<file path="src/design/trig_consts.svh">
// widths, fifo depth and channel count shared by the trigger path; include before use
`ifndef TRIG_CONSTS_SVH
`define TRIG_CONSTS_SVH

// ----------------------------------------------------------------------
// channel side
// ----------------------------------------------------------------------
`define N_CHAN 5 // channel fpgas driven by the trigger path

// ----------------------------------------------------------------------
// record fields
// ----------------------------------------------------------------------
`define TRIG_NUM_W  24 // global trigger number
`define TSTAMP_W    44 // ttc clock tick count
`define TRIG_TYPE_W 3  // muon fill, laser, pedestal ...
`define DELAY_W     4  // programmable trigger delay in ttc cycles

// ----------------------------------------------------------------------
// event fifos
// ----------------------------------------------------------------------
`define FIFO_DEPTH 16 // entries per fifo, also the starting credit count

// credit counters must reach FIFO_DEPTH itself
`define CREDIT_W ($clog2(`FIFO_DEPTH + 1))

`endif
</file>
<file path="src/design/trig_pkg.sv">
// record types passed between receiver, acquisition controller, fifos and processor
`include "trig_consts.svh"

package trig_pkg;

    // trigger fifo entry, written by the receiver
    typedef struct packed {
        logic [`TSTAMP_W-1:0]    tstamp;    // timestamp at trigger
        logic [`TRIG_NUM_W-1:0]  trig_num;  // starts at 1
        logic [`TRIG_TYPE_W-1:0] trig_type;
    } trig_rec_t;

    // acquisition fifo entry, written once all enabled channels are done
    typedef struct packed {
        logic [`TRIG_NUM_W-1:0]  trig_num;
        logic [`TRIG_TYPE_W-1:0] trig_type;
        logic [`N_CHAN-1:0]      chan_mask; // channels actually fired
    } acq_rec_t;

    // receiver to controller handoff
    typedef struct packed {
        logic                    valid; // one cycle per accepted trigger
        logic [`TRIG_NUM_W-1:0]  trig_num;
        logic [`TRIG_TYPE_W-1:0] trig_type;
    } acq_req_t;

endpackage

</file>
<file path="src/design/trigger_top.sv">
// top of the synchronous trigger path, wires receiver, controller, processor and two fifos
`timescale 1ns/1ps
`include "trig_consts.svh"

module trigger_top (
    input  logic                     ttc_clk,
    input  logic                     rst,
    input  logic                     rst_trigger_num,
    input  logic                     rst_trigger_timestamp,
    input  logic                     ttc_trigger,
    input  logic [`TRIG_TYPE_W-1:0]  trig_type,
    input  logic [`N_CHAN-1:0]       chan_en,
    input  logic [`DELAY_W-1:0]      trig_delay,
    input  logic [`N_CHAN-1:0]       chan_dones,
    output logic [`N_CHAN-1:0]       chan_enable,
    output logic [`N_CHAN-1:0]       chan_trig,
    input  logic                     readout_ready,
    input  logic                     readout_done,
    output logic                     send_empty_event,
    output logic                     initiate_readout,
    output logic [`TRIG_NUM_W-1:0]   ttc_event_num,
    output logic [`TRIG_NUM_W-1:0]   ttc_trig_num,
    output logic [`TRIG_TYPE_W-1:0]  ttc_trig_type,
    output logic [`TSTAMP_W-1:0]     ttc_trig_timestamp,
    output logic [`TRIG_NUM_W-1:0]   trig_num,
    output logic [`TSTAMP_W-1:0]     trig_timestamp,
    output logic                     trig_fifo_full,  // half full
    output logic                     acq_fifo_full,   // half full
    output logic                     error_trig_rate,
    output logic                     error_trig_num,
    output logic                     error_trig_type
);
    import trig_pkg::*;

    // ----------------------------------------------------------------------
    // internal links
    // ----------------------------------------------------------------------
    acq_req_t  acq_req;
    logic      acq_ready;
    logic      trig_push, trig_valid, trig_pop, trig_credit;
    trig_rec_t trig_rec, trig_head;
    logic      acq_push, acq_valid, acq_pop, acq_credit;
    acq_rec_t  acq_rec, acq_head;

    trigger_receiver u_receiver (
        .ttc_clk, .rst, .rst_trigger_num, .rst_trigger_timestamp,
        .ttc_trigger, .trig_type, .acq_ready, .acq_req,
        .trig_push, .trig_rec, .trig_credit_return(trig_credit),
        .trig_num, .trig_timestamp, .error_trig_rate
    );

    event_fifo #(.WIDTH($bits(trig_rec_t)), .DEPTH(`FIFO_DEPTH)) u_trig_fifo (
        .ttc_clk, .rst, .push(trig_push), .push_data(trig_rec), .pop(trig_pop),
        .valid(trig_valid), .head(trig_head), .credit_return(trig_credit),
        .almost_full(trig_fifo_full)
    );

    channel_acq_controller u_acq_ctrl (
        .ttc_clk, .rst, .chan_en, .trig_delay, .acq_req, .acq_ready,
        .chan_dones, .chan_enable, .chan_trig, .acq_push, .acq_rec,
        .acq_credit_return(acq_credit)
    );

    event_fifo #(.WIDTH($bits(acq_rec_t)), .DEPTH(`FIFO_DEPTH)) u_acq_fifo (
        .ttc_clk, .rst, .push(acq_push), .push_data(acq_rec), .pop(acq_pop),
        .valid(acq_valid), .head(acq_head), .credit_return(acq_credit),
        .almost_full(acq_fifo_full)
    );

    trigger_processor u_processor (
        .ttc_clk, .rst, .trig_valid, .trig_head, .acq_valid, .acq_head,
        .trig_pop, .acq_pop, .readout_ready, .readout_done,
        .initiate_readout, .send_empty_event, .ttc_event_num, .ttc_trig_num,
        .ttc_trig_type, .ttc_trig_timestamp, .error_trig_num, .error_trig_type
    );

endmodule

</file>
<file path="src/design/trigger_processor.sv">
// pairs trigger and acquisition records, cross-checks them and asks for a readout or empty event
`timescale 1ns/1ps
`include "trig_consts.svh"

module trigger_processor (
    input  logic                     ttc_clk,
    input  logic                     rst,
    input  logic                     trig_valid,
    input  trig_pkg::trig_rec_t      trig_head,
    input  logic                     acq_valid,
    input  trig_pkg::acq_rec_t       acq_head,
    output logic                     trig_pop,
    output logic                     acq_pop,
    input  logic                     readout_ready,    // command manager idle
    input  logic                     readout_done,     // answers readout and empty event
    output logic                     initiate_readout,
    output logic                     send_empty_event,
    output logic [`TRIG_NUM_W-1:0]   ttc_event_num,    // from 1
    output logic [`TRIG_NUM_W-1:0]   ttc_trig_num,
    output logic [`TRIG_TYPE_W-1:0]  ttc_trig_type,
    output logic [`TSTAMP_W-1:0]     ttc_trig_timestamp,
    output logic                     error_trig_num,   // sticky
    output logic                     error_trig_type   // sticky
);
    import trig_pkg::*;

    logic take;    // pop both heads this cycle
    logic pending; // request out, no done yet

    assign take     = trig_valid && acq_valid && readout_ready && !pending;
    assign trig_pop = take;
    assign acq_pop  = take;

    // ----------------------------------------------------------------------
    // request and checks
    // ----------------------------------------------------------------------
    always_ff @(posedge ttc_clk) begin
        if (rst) begin
            pending          <= 1'b0;
            initiate_readout <= 1'b0;
            send_empty_event <= 1'b0;
            ttc_event_num    <= '0;
            error_trig_num   <= 1'b0;
            error_trig_type  <= 1'b0;
        end else begin
            // no channel fired means nothing to read out
            initiate_readout <= take && (acq_head.chan_mask != '0);
            send_empty_event <= take && (acq_head.chan_mask == '0);
            if (take) begin
                pending       <= 1'b1;
                ttc_event_num <= ttc_event_num + 1'b1;
                if (trig_head.trig_num != acq_head.trig_num)
                    error_trig_num <= 1'b1;
                if (trig_head.trig_type != acq_head.trig_type)
                    error_trig_type <= 1'b1;
            end else if (readout_done) begin
                pending <= 1'b0;
            end
        end
    end

    // event fields, held until the next pair
    always_ff @(posedge ttc_clk) begin
        if (take) begin
            ttc_trig_num       <= trig_head.trig_num;
            ttc_trig_type      <= trig_head.trig_type;
            ttc_trig_timestamp <= trig_head.tstamp;
        end
    end

endmodule

</file>
<file path="src/design/channel_acq_controller.sv">
// delays an accepted trigger, fires the enabled channels, gathers their dones and logs the event
`timescale 1ns/1ps
`include "trig_consts.svh"

module channel_acq_controller (
    input  logic                  ttc_clk,
    input  logic                  rst,
    input  logic [`N_CHAN-1:0]    chan_en,    // sampled at request
    input  logic [`DELAY_W-1:0]   trig_delay, // extra cycles before firing
    input  trig_pkg::acq_req_t    acq_req,
    output logic                  acq_ready,
    input  logic [`N_CHAN-1:0]    chan_dones,
    output logic [`N_CHAN-1:0]    chan_enable,
    output logic [`N_CHAN-1:0]    chan_trig,
    output logic                  acq_push,   // into acquisition fifo
    output trig_pkg::acq_rec_t    acq_rec,
    input  logic                  acq_credit_return
);
    import trig_pkg::*;

    typedef enum logic [2:0] {IDLE, DELAY, FIRE, WAIT_DONE, WRITE} state_t;

    state_t                  state;
    logic [`DELAY_W-1:0]     delay_cnt;
    logic [`N_CHAN-1:0]      mask;      // channels for this event
    logic [`N_CHAN-1:0]      done_seen; // sticky dones
    logic [`TRIG_NUM_W-1:0]  num_q;
    logic [`TRIG_TYPE_W-1:0] type_q;
    logic [`CREDIT_W-1:0]    credits;
    logic                    all_done;

    // an empty mask counts as done straight away
    assign all_done = ((done_seen | chan_dones) & mask) == mask;

    // ----------------------------------------------------------------------
    // fsm
    // ----------------------------------------------------------------------
    always_ff @(posedge ttc_clk) begin
        if (rst) begin
            state <= IDLE;
        end else begin
            case (state)
                IDLE:      if (acq_req.valid) state <= DELAY;
                DELAY:     if (delay_cnt == '0) state <= FIRE; // lands on delay+2
                FIRE:      state <= WAIT_DONE;
                WAIT_DONE: if (all_done) state <= WRITE;
                WRITE:     state <= IDLE;
                default:   state <= IDLE;
            endcase
        end
    end

    always_ff @(posedge ttc_clk) begin
        if (state == IDLE && acq_req.valid) begin
            delay_cnt <= trig_delay;
            mask      <= chan_en;
            num_q     <= acq_req.trig_num;
            type_q    <= acq_req.trig_type;
        end else if (state == DELAY) begin
            delay_cnt <= delay_cnt - 1'b1;
        end
    end

    always_ff @(posedge ttc_clk) begin
        if (rst || state == IDLE)
            done_seen <= '0;
        else if (state == WAIT_DONE)
            done_seen <= done_seen | chan_dones;
    end

    // writer side credits for the acquisition fifo
    always_ff @(posedge ttc_clk) begin
        if (rst) begin
            credits <= `CREDIT_W'(`FIFO_DEPTH);
        end else begin
            case ({acq_credit_return, acq_push})
                2'b10:   credits <= credits + 1'b1;
                2'b01:   credits <= credits - 1'b1;
                default: credits <= credits;
            endcase
        end
    end

    // a request already in flight makes the chain busy
    assign acq_ready   = (state == IDLE) && !acq_req.valid && (credits != '0);
    assign acq_push    = (state == WRITE);
    assign acq_rec     = '{trig_num: num_q, trig_type: type_q, chan_mask: mask};
    assign chan_trig   = (state == FIRE) ? mask : '0; // single cycle pulse
    assign chan_enable = (state == FIRE || state == WAIT_DONE) ? mask : '0;

    // receiver only issues a request while it sees acq_ready
    a_req_when_idle: assert property (@(posedge ttc_clk) disable iff (rst)
        acq_req.valid |-> state == IDLE);

endmodule

</file>
<file path="src/design/trigger_receiver.sv">
// numbers and time-stamps ttc triggers, accepts them against credits and issues trigger records
`timescale 1ns/1ps
`include "trig_consts.svh"

module trigger_receiver (
    input  logic                     ttc_clk,
    input  logic                     rst,
    input  logic                     rst_trigger_num,       // ttc channel b
    input  logic                     rst_trigger_timestamp, // ttc channel b
    input  logic                     ttc_trigger,
    input  logic [`TRIG_TYPE_W-1:0]  trig_type,
    input  logic                     acq_ready,            // controller idle with space
    output trig_pkg::acq_req_t       acq_req,
    output logic                     trig_push,            // into trigger fifo
    output trig_pkg::trig_rec_t      trig_rec,
    input  logic                     trig_credit_return,   // one per fifo pop
    output logic [`TRIG_NUM_W-1:0]   trig_num,             // counts every trigger
    output logic [`TSTAMP_W-1:0]     trig_timestamp,       // stamp of latest trigger
    output logic                     error_trig_rate       // sticky
);
    import trig_pkg::*;

    logic [`TSTAMP_W-1:0]    tstamp_ctr;  // free running
    logic [`TRIG_TYPE_W-1:0] type_q;
    logic [`CREDIT_W-1:0]    credits;
    logic                    accept;

    assign accept = ttc_trigger && acq_ready && (credits != '0);

    // ----------------------------------------------------------------------
    // counters and acceptance
    // ----------------------------------------------------------------------
    always_ff @(posedge ttc_clk) begin
        if (rst || rst_trigger_timestamp) begin
            tstamp_ctr <= '0;
        end else begin
            tstamp_ctr <= tstamp_ctr + 1'b1;
        end
    end

    always_ff @(posedge ttc_clk) begin
        if (rst) begin
            trig_num        <= '0;
            trig_timestamp  <= '0;
            trig_push       <= 1'b0;
            error_trig_rate <= 1'b0;
        end else begin
            trig_push <= accept; // record and request go out next cycle
            if (ttc_trigger) begin
                // a reset arriving with the trigger makes this trigger number 1
                trig_num       <= rst_trigger_num ? `TRIG_NUM_W'(1) : trig_num + 1'b1;
                trig_timestamp <= tstamp_ctr;
                if (!accept)
                    error_trig_rate <= 1'b1; // chain busy, trigger lost
            end else if (rst_trigger_num) begin
                trig_num <= '0;
            end
        end
    end

    always_ff @(posedge ttc_clk) begin
        if (ttc_trigger)
            type_q <= trig_type;
    end

    // writer side credits for the trigger fifo
    always_ff @(posedge ttc_clk) begin
        if (rst) begin
            credits <= `CREDIT_W'(`FIFO_DEPTH);
        end else begin
            case ({trig_credit_return, accept})
                2'b10:   credits <= credits + 1'b1;
                2'b01:   credits <= credits - 1'b1;
                default: credits <= credits;
            endcase
        end
    end

    assign trig_rec = '{tstamp: trig_timestamp, trig_num: trig_num, trig_type: type_q};
    assign acq_req  = '{valid: trig_push, trig_num: trig_num, trig_type: type_q};

    // every returned credit was spent on an earlier push
    a_push_credit: assert property (@(posedge ttc_clk) disable iff (rst)
        trig_credit_return |-> credits != `CREDIT_W'(`FIFO_DEPTH));

endmodule

</file>
<file path="src/design/event_fifo.sv">
// small show-ahead fifo for one record type, returns a credit to its writer on every pop
`timescale 1ns/1ps

module event_fifo #(
    parameter int WIDTH = 32,
    parameter int DEPTH = 16
) (
    input  logic             ttc_clk,
    input  logic             rst,
    input  logic             push,
    input  logic [WIDTH-1:0] push_data,
    input  logic             pop,
    output logic             valid,         // head holds data
    output logic [WIDTH-1:0] head,          // show ahead
    output logic             credit_return, // one cycle per pop
    output logic             almost_full    // half depth or more
);
    localparam int PTR_W = (DEPTH > 1) ? $clog2(DEPTH) : 1;

    logic [WIDTH-1:0]           mem [DEPTH];
    logic [PTR_W-1:0]           wr_ptr;
    logic [PTR_W-1:0]           rd_ptr;
    logic [$clog2(DEPTH+1)-1:0] count;
    logic                       do_pop;

    assign do_pop = pop && valid;

    always_ff @(posedge ttc_clk) begin
        if (push)
            mem[wr_ptr] <= push_data;
    end

    always_ff @(posedge ttc_clk) begin
        if (rst) begin
            wr_ptr        <= '0;
            rd_ptr        <= '0;
            count         <= '0;
            credit_return <= 1'b0;
        end else begin
            if (push)
                wr_ptr <= (wr_ptr == PTR_W'(DEPTH - 1)) ? '0 : wr_ptr + 1'b1; // wrap
            if (do_pop)
                rd_ptr <= (rd_ptr == PTR_W'(DEPTH - 1)) ? '0 : rd_ptr + 1'b1;
            case ({push, do_pop})
                2'b10:   count <= count + 1'b1;
                2'b01:   count <= count - 1'b1;
                default: count <= count;
            endcase
            credit_return <= do_pop;
        end
    end

    assign valid       = (count != '0);
    assign head        = mem[rd_ptr];
    assign almost_full = (count >= DEPTH / 2);

    // writer credits keep both of these from ever firing
    a_no_overflow: assert property (@(posedge ttc_clk) disable iff (rst)
        push |-> count < DEPTH);
    a_no_underflow: assert property (@(posedge ttc_clk) disable iff (rst)
        pop |-> valid);

endmodule

</file>
<file path="config.mk">
export PLATFORM = sky130hd
export DESIGN_NAME = trigger_top
export DESIGN_NICKNAME = d
export VERILOG_FILES = /design/src/design/trig_pkg.sv /design/src/design/trigger_top.sv /design/src/design/trigger_processor.sv /design/src/design/channel_acq_controller.sv /design/src/design/trigger_receiver.sv /design/src/design/event_fifo.sv
export VERILOG_INCLUDE_DIRS = /design/src /design/src/design
export SDC_FILE = /design/constraint.sdc
export NUM_CORES = 2
export LEC_CHECK = 0
export BUFFER_PORTS_ARGS = -buffer_cell sky130_fd_sc_hd__buf_2
export CAP_MARGIN = 20
export CORE_UTILIZATION = 40
export DETAILED_ROUTE_END_ITERATION = 8
export RECOVER_POWER = 50
export SYNTH_ARGS = -nofsm -noshare
export SYNTH_HDL_FRONTEND = slang
export SYNTH_SLANG_ARGS = --single-unit
</file>
<file path="constraint.sdc">
create_clock -name ttc_clk -period 3.9 [get_ports ttc_clk]
set_input_delay 0.78 -clock ttc_clk [delete_from_list [all_inputs] [get_ports ttc_clk]]
set_output_delay 0.78 -clock ttc_clk [all_outputs]
set_load 0.05 [all_outputs]
</file>
---- Word-level counts from Yosys, hierarchy flattened ----
Memory sizes are Yosys's and may differ from the RTL's. A register that Yosys moved wholly into a read port is not among the register bits.
Cells that the tools add are included.
W data, S select, Z words.
word-level totals
  flip-flop bits (word level) ............. 299
  bits of input ports ..................... 24
  RAM bits ................................ 1,648
  logic and storage cells ................. 141
  memories kept ........................... 2
operators by class
  magnitude comparators ................... 2
  multiplexer cells ....................... 29
  add/subtract/negate cells ............... 16
  bitwise gates (word level) .............. 3
  equal/unequal tests ..................... 22
  reduce and logical (&&, ||, !) cells .... 36
memory list
  memory           words  width  rd ports  clocked after Yosys merged registers in  wr ports  line              source
  u_trig_fifo.mem  16     71     1         1                                        1         event_fifo.sv:20  logic [WIDTH-1:0] mem [DEPTH];
  u_acq_fifo.mem   16     32     1         1                                        1         event_fifo.sv:20
operator list
  operator                 number
  $mux W24                 3
  $add A24 B1 Y24 const B  2
  $add A44 B1 Y44 const B  1
  $mux W4                  10
  $pmux W5 S2              4
  $reduce_bool A5 Y1       5
  $ne A24 B24 Y1           1
  $add A5 B1 Y5 const B    4
  $sub A5 B1 Y5 const B    4
  $add A4 B1 Y4 const B    4
  $eq A4 B4 Y1 const B     4
  $reduce_bool A2 Y1       7
  $logic_and A1 B1 Y1      12
  $pmux W3 S4              1
  $ge A5 B4 Y1 const B     2
  $mux W5                  2
  $mux W3                  3
  $eq A2 B1 Y1 const B     4
  $eq A2 B2 Y1 const B     4
  $eq A3 B2 Y1 const B     2
  $mux W1                  6
  $reduce_and A2 Y1        3
  $and A5 B5 Y5            1
  $eq A5 B5 Y1             1
  other kinds (14)         18

---- Depth between registers and ports, before layout ----
  depth after elaboration ................. 7
  gate-level depth with buffers ........... 16
  gate-level depth less buffers ........... 13

---- Modules after synthesis ----
A second synthesis with hierarchy kept.
second synthesis, totals
  cell total of the unflattened synthesis .. 3,583
  area total of the unflattened synthesis .. 75,647.6 sq um
by module, submodules not included
  module                     times used  cells each  area each (sq um)
  event_fifo at u_trig_fifo  1           1,684       43,549.3
  event_fifo at u_acq_fifo   1           820         20,369.5
  trigger_receiver           1           650         5,864.4
  trigger_processor          1           261         3,759.9
  channel_acq_controller     1           168         2,104.5

---- Worst setup path before layout ----
No wires, ideal clock.
  path kind ............................... input port to flip-flop
  from .................................... input port readout_ready
  to ...................................... register (tool-made name)
  required time ........................... 3.829 ns
  cell stages on the path ................. 8
  slack ................................... -0.078 ns
  arrival ................................. 3.907 ns
  cells stage by stage .................... nand2b_1 > a21oi_1 > nand2b_1 > inv_1 > buf_1 > nand2_1 > xor2_1 > nor2_1
RTL lines
  item         line               source
  from (decl)  trigger_top.sv:17  input logic readout_ready,

---- Final worst setup path ----
  from .................................... register u_receiver.trig_push
  to ...................................... memory u_trig_fifo.mem[7][38] in the netlist's numbering (enable)
on the way
  word-level cells in the longest chain between the ends .. 2
RTL lines
  item                           line                    source
  from (decl)                    trigger_receiver.sv:14  output logic trig_push,
  from (signal assigned)         trigger_receiver.sv:48  trig_push <= accept;
  $mux W1                        event_fifo.sv:29        if (push)
  $mux W1 (implied by the code)  event_fifo.sv:30        mem[wr_ptr] <= push_data;
  to (decl)                      event_fifo.sv:20
No other way between the ends.

==> flow_summary.toml <==
[drt]
remaining_drc_errors = 0
avgViaCountPerCell = 5.402
drtIter0Drc = 3195
routed_wl_um = 178500
firstDrtPassIters = 5
ant_nets = 0
wl_per_cell_um = 27.04
vias = 35650

[run]
maxCapViolCount = 10

[clock_network]
cts_setup_buffers = 0
cts_buffer_depth = 3
clkSlewWorstSetupHoldPaths_ps = 70
cts_resized = 0
cts_tree = "done"
cts_sinks = 1955
clkLatencyLatePin_ps = 860
cts-root-buf = "clkbuf_16"
htree_levels = 4
cts_buffers = 198
cts_hold_buf = 0

[setup_path]
required_ps = 4340
critPathLaunchType = "flip-flop"
critPathCapture = "u_trig_fifo.mem[7][38]"
r2r-start = "u_receiver.trig_push"
cp-startpoint = "u_receiver.trig_push"
path_depth = 4
crit_path_end_kind = "flip-flop"
slowest_stage = "and2_0"
critPathTopFamily = "simple AND/OR/NAND/NOR gates"
r2r_cells = 4
cp_max_fo = 20
criticalPathCategory = "flip-flop to flip-flop"
cpPeakStageDelay_ps = 1520
rrSetupSlack_ps = 420
rr_endpoint = "u_trig_fifo.mem[7][38]"
worstPathArrival_ps = 3920
path_buf_inv = 1
path_cells = "nand2_1 > nor2_1 > and2_0 > buf_4"

[timing]
worst_slew_pin_slew_ps = 2872
setup_viol = 0
min_period_ps = 3479
period_share_pct = 89.22
clock_skew_ps = 72.84
hold_viol_final = 0
setup_tns_ps = 0
slew_viol_final = 310
fmax_mhz = 287.4
grt_setup_unrepaired = "no"
slew_headroom_pct = -91.48

[grt]
grt_pass1_wl_um = 257500
antenna_found_initial = 8
grt_max_degree = 115
track_usage_pct = 19.21
grt_pass1_vias = 36330
gr-total-overflow = 0

[logic_synthesis]
ys_top_cells_by_area = "edfxtp_1, mux4_2, dfxtp_1, nor2_1, xor2_1"
async_flop_share_pct = 0
syn-cell-area_um2 = 73930
synth_edf_count = 1758
synth_ff_type = "edfxtp_1"
yosysMostFrequentCell = "edfxtp_1"
ys_seq_area_share_pct = 76.74
synth.distinct_cells = 55
ys_ff_latch = 1955
syn-num-nets = 3644
syn_inst = 3588
ys_top_cells_by_count = "edfxtp_1, mux4_2, nor2_1, dfxtp_1, nand2_1"
synth_top_area_cell = "edfxtp_1"
netlist.area_leader.share_pct = 71.40
yosysWarnings = 0
syn_area_per_cell_um2 = 20.61

[power]
power_uw = 42610
p_leak_uw = 0.02539
peakVddDrop_mv = 0.3999
power_density_nw_per_um2 = 499.8

[min_path]
hold_start = "chan_en[1]"
hp-class = "input pin to flip-flop"

[die]
num_rows = 157
ios = 204
core_area_um2 = 183300
die_y_um = 431.9
start_util_pct = 40.34
die-area_um2 = 186600
die_x_um = 431.9

[placement]
gp_congestion = 0.7510
port_buffers = 203
dp_hpwl_um = 101600

[status]
violations = "capacitance limit, slew limit"
outcome = "complete, but fails checks"

[layout]
fillCellCount = 15220
final_nets = 4017
drive_above_1_share_pct = 26.70
areaGrowthSynthToFinish_pct = 15.31
[worst reg2reg max path, stage by stage (launching register included)]
cell and delay [ps]:
dfxtp_1 670, nand2_1 100, nor2_1 210, and2_0 1520, buf_4 630
[cells in the final DEF, fill, tap and decap left out, types with 26 or more instances in the layout]
cell and n:
inv_1 30, a21oi_1 62, buf_2 200, xor2_1 73
mux2i_1 56, edfxtp_1 1758, ha_1 30, nand2_1 110
buf_4 96, nor2_1 191, clkbuf_1 78, dfxtp_1 190
clkbuf_16 202, buf_12 26, o21ai_0 28, xnor2_1 52
nand3_1 43, clkinv_1 45, a22oi_1 78, mux4_2 446
clkinv_2 34
[how the worst min path moves through the flow]
stage | end | slack (ps) | cells after the start
floorplan | u_processor.pending | 440 | 2
global placement | u_receiver.error_trig_rate | 450 | 2
detailed placement | u_receiver.error_trig_rate | 460 | 2
CTS | u_acq_ctrl.mask[1] | 50 | 1
global route | u_acq_ctrl.mask[1] | 70 | 1
finish | u_acq_ctrl.mask[1] | 120 | 1
[stage by stage]
step                      std cells  setup slack, ps  utilization, %  hold WS, ps  cell area (um^2)
after floorplan                3588            29.49               -        444.4             73940
after global placement         6225            550.3           42.99        454.0             78780
after detailed placement       6225            485.7           42.99        460.0             78780
after CTS                      6599            469.9           46.62        51.10             85440
after global routing           6599            183.0           46.51        71.58             85250
final                          6600            420.5           46.52        124.9             85250
[cells by family (layout without fill, tap and decap cells)]
| group | count (synthesis) | in the layout | synth area share [%] |
|---|---|---|---|
| flops | 1955 | 1955 | 76.74 |
| simple gates | 544 | 544 | 3.552 |
| mux | 502 | 502 | 14.34 |
| buf+inv | 221 | 768 | 1.476 |
| compound gates | 209 | 209 | 1.846 |
| xor+xnor | 125 | 125 | 1.481 |
| fa+ha+maj | 32 | 32 | 0.5619 |
| other cells | 0 | 1 | 0 |
[cell type report]
| type | count | area [um^2] | share of cell area (%) |
|---|---|---|---|
| Multi-Input combinational cell | 1412 | 16230 | 19.04 |
| Clock inverter | 122 | 1316 | 1.544 |
| Sequential cell | 1955 | 56760 | 66.58 |
| Antenna cell | 1 | 2.502 | 0.002935 |
| Inverter | 31 | 118.9 | 0.1394 |
| Timing Repair Buffer | 363 | 2400 | 2.815 |
| Tap cell | 2464 | 3083 | 3.616 |
| Clock buffer | 252 | 5343 | 6.267 |
[where the power goes]
part	internal (uW)	leakage [uW]	switching, uW
Sequential	22800	0.0162	132
Combinational	206	0.00598	381
Clock	10900	0.00323	8190
[per-layer routing]
metal	GRT usage, %	vias up	part of all wire, %
li1	-	15340	-
met1	25.20	18970	41
met2	32.04	1095	50
met3	4.388	242	6.9
met4	5.430	4	2.4
met5	0	-	0.012
[state kept, by name, summed over array words and instances, names as in the netlist, 5 cells and up, named ones only]
name,count
u_trig_fifo.mem,1136
u_acq_fifo.mem,512
u_processor.ttc_trig_timestamp,44
u_receiver.trig_timestamp,44
u_receiver.tstamp_ctr,44
u_acq_ctrl.num_q,24
u_processor.ttc_event_num,24
u_processor.ttc_trig_num,24
u_receiver.trig_num,24
u_acq_ctrl.credits,5
u_acq_ctrl.done_seen,5
u_acq_ctrl.mask,5
u_acq_fifo.count,5
u_receiver.credits,5
u_trig_fifo.count,5
Note: power is estimated with default switching activity, not from simulation.
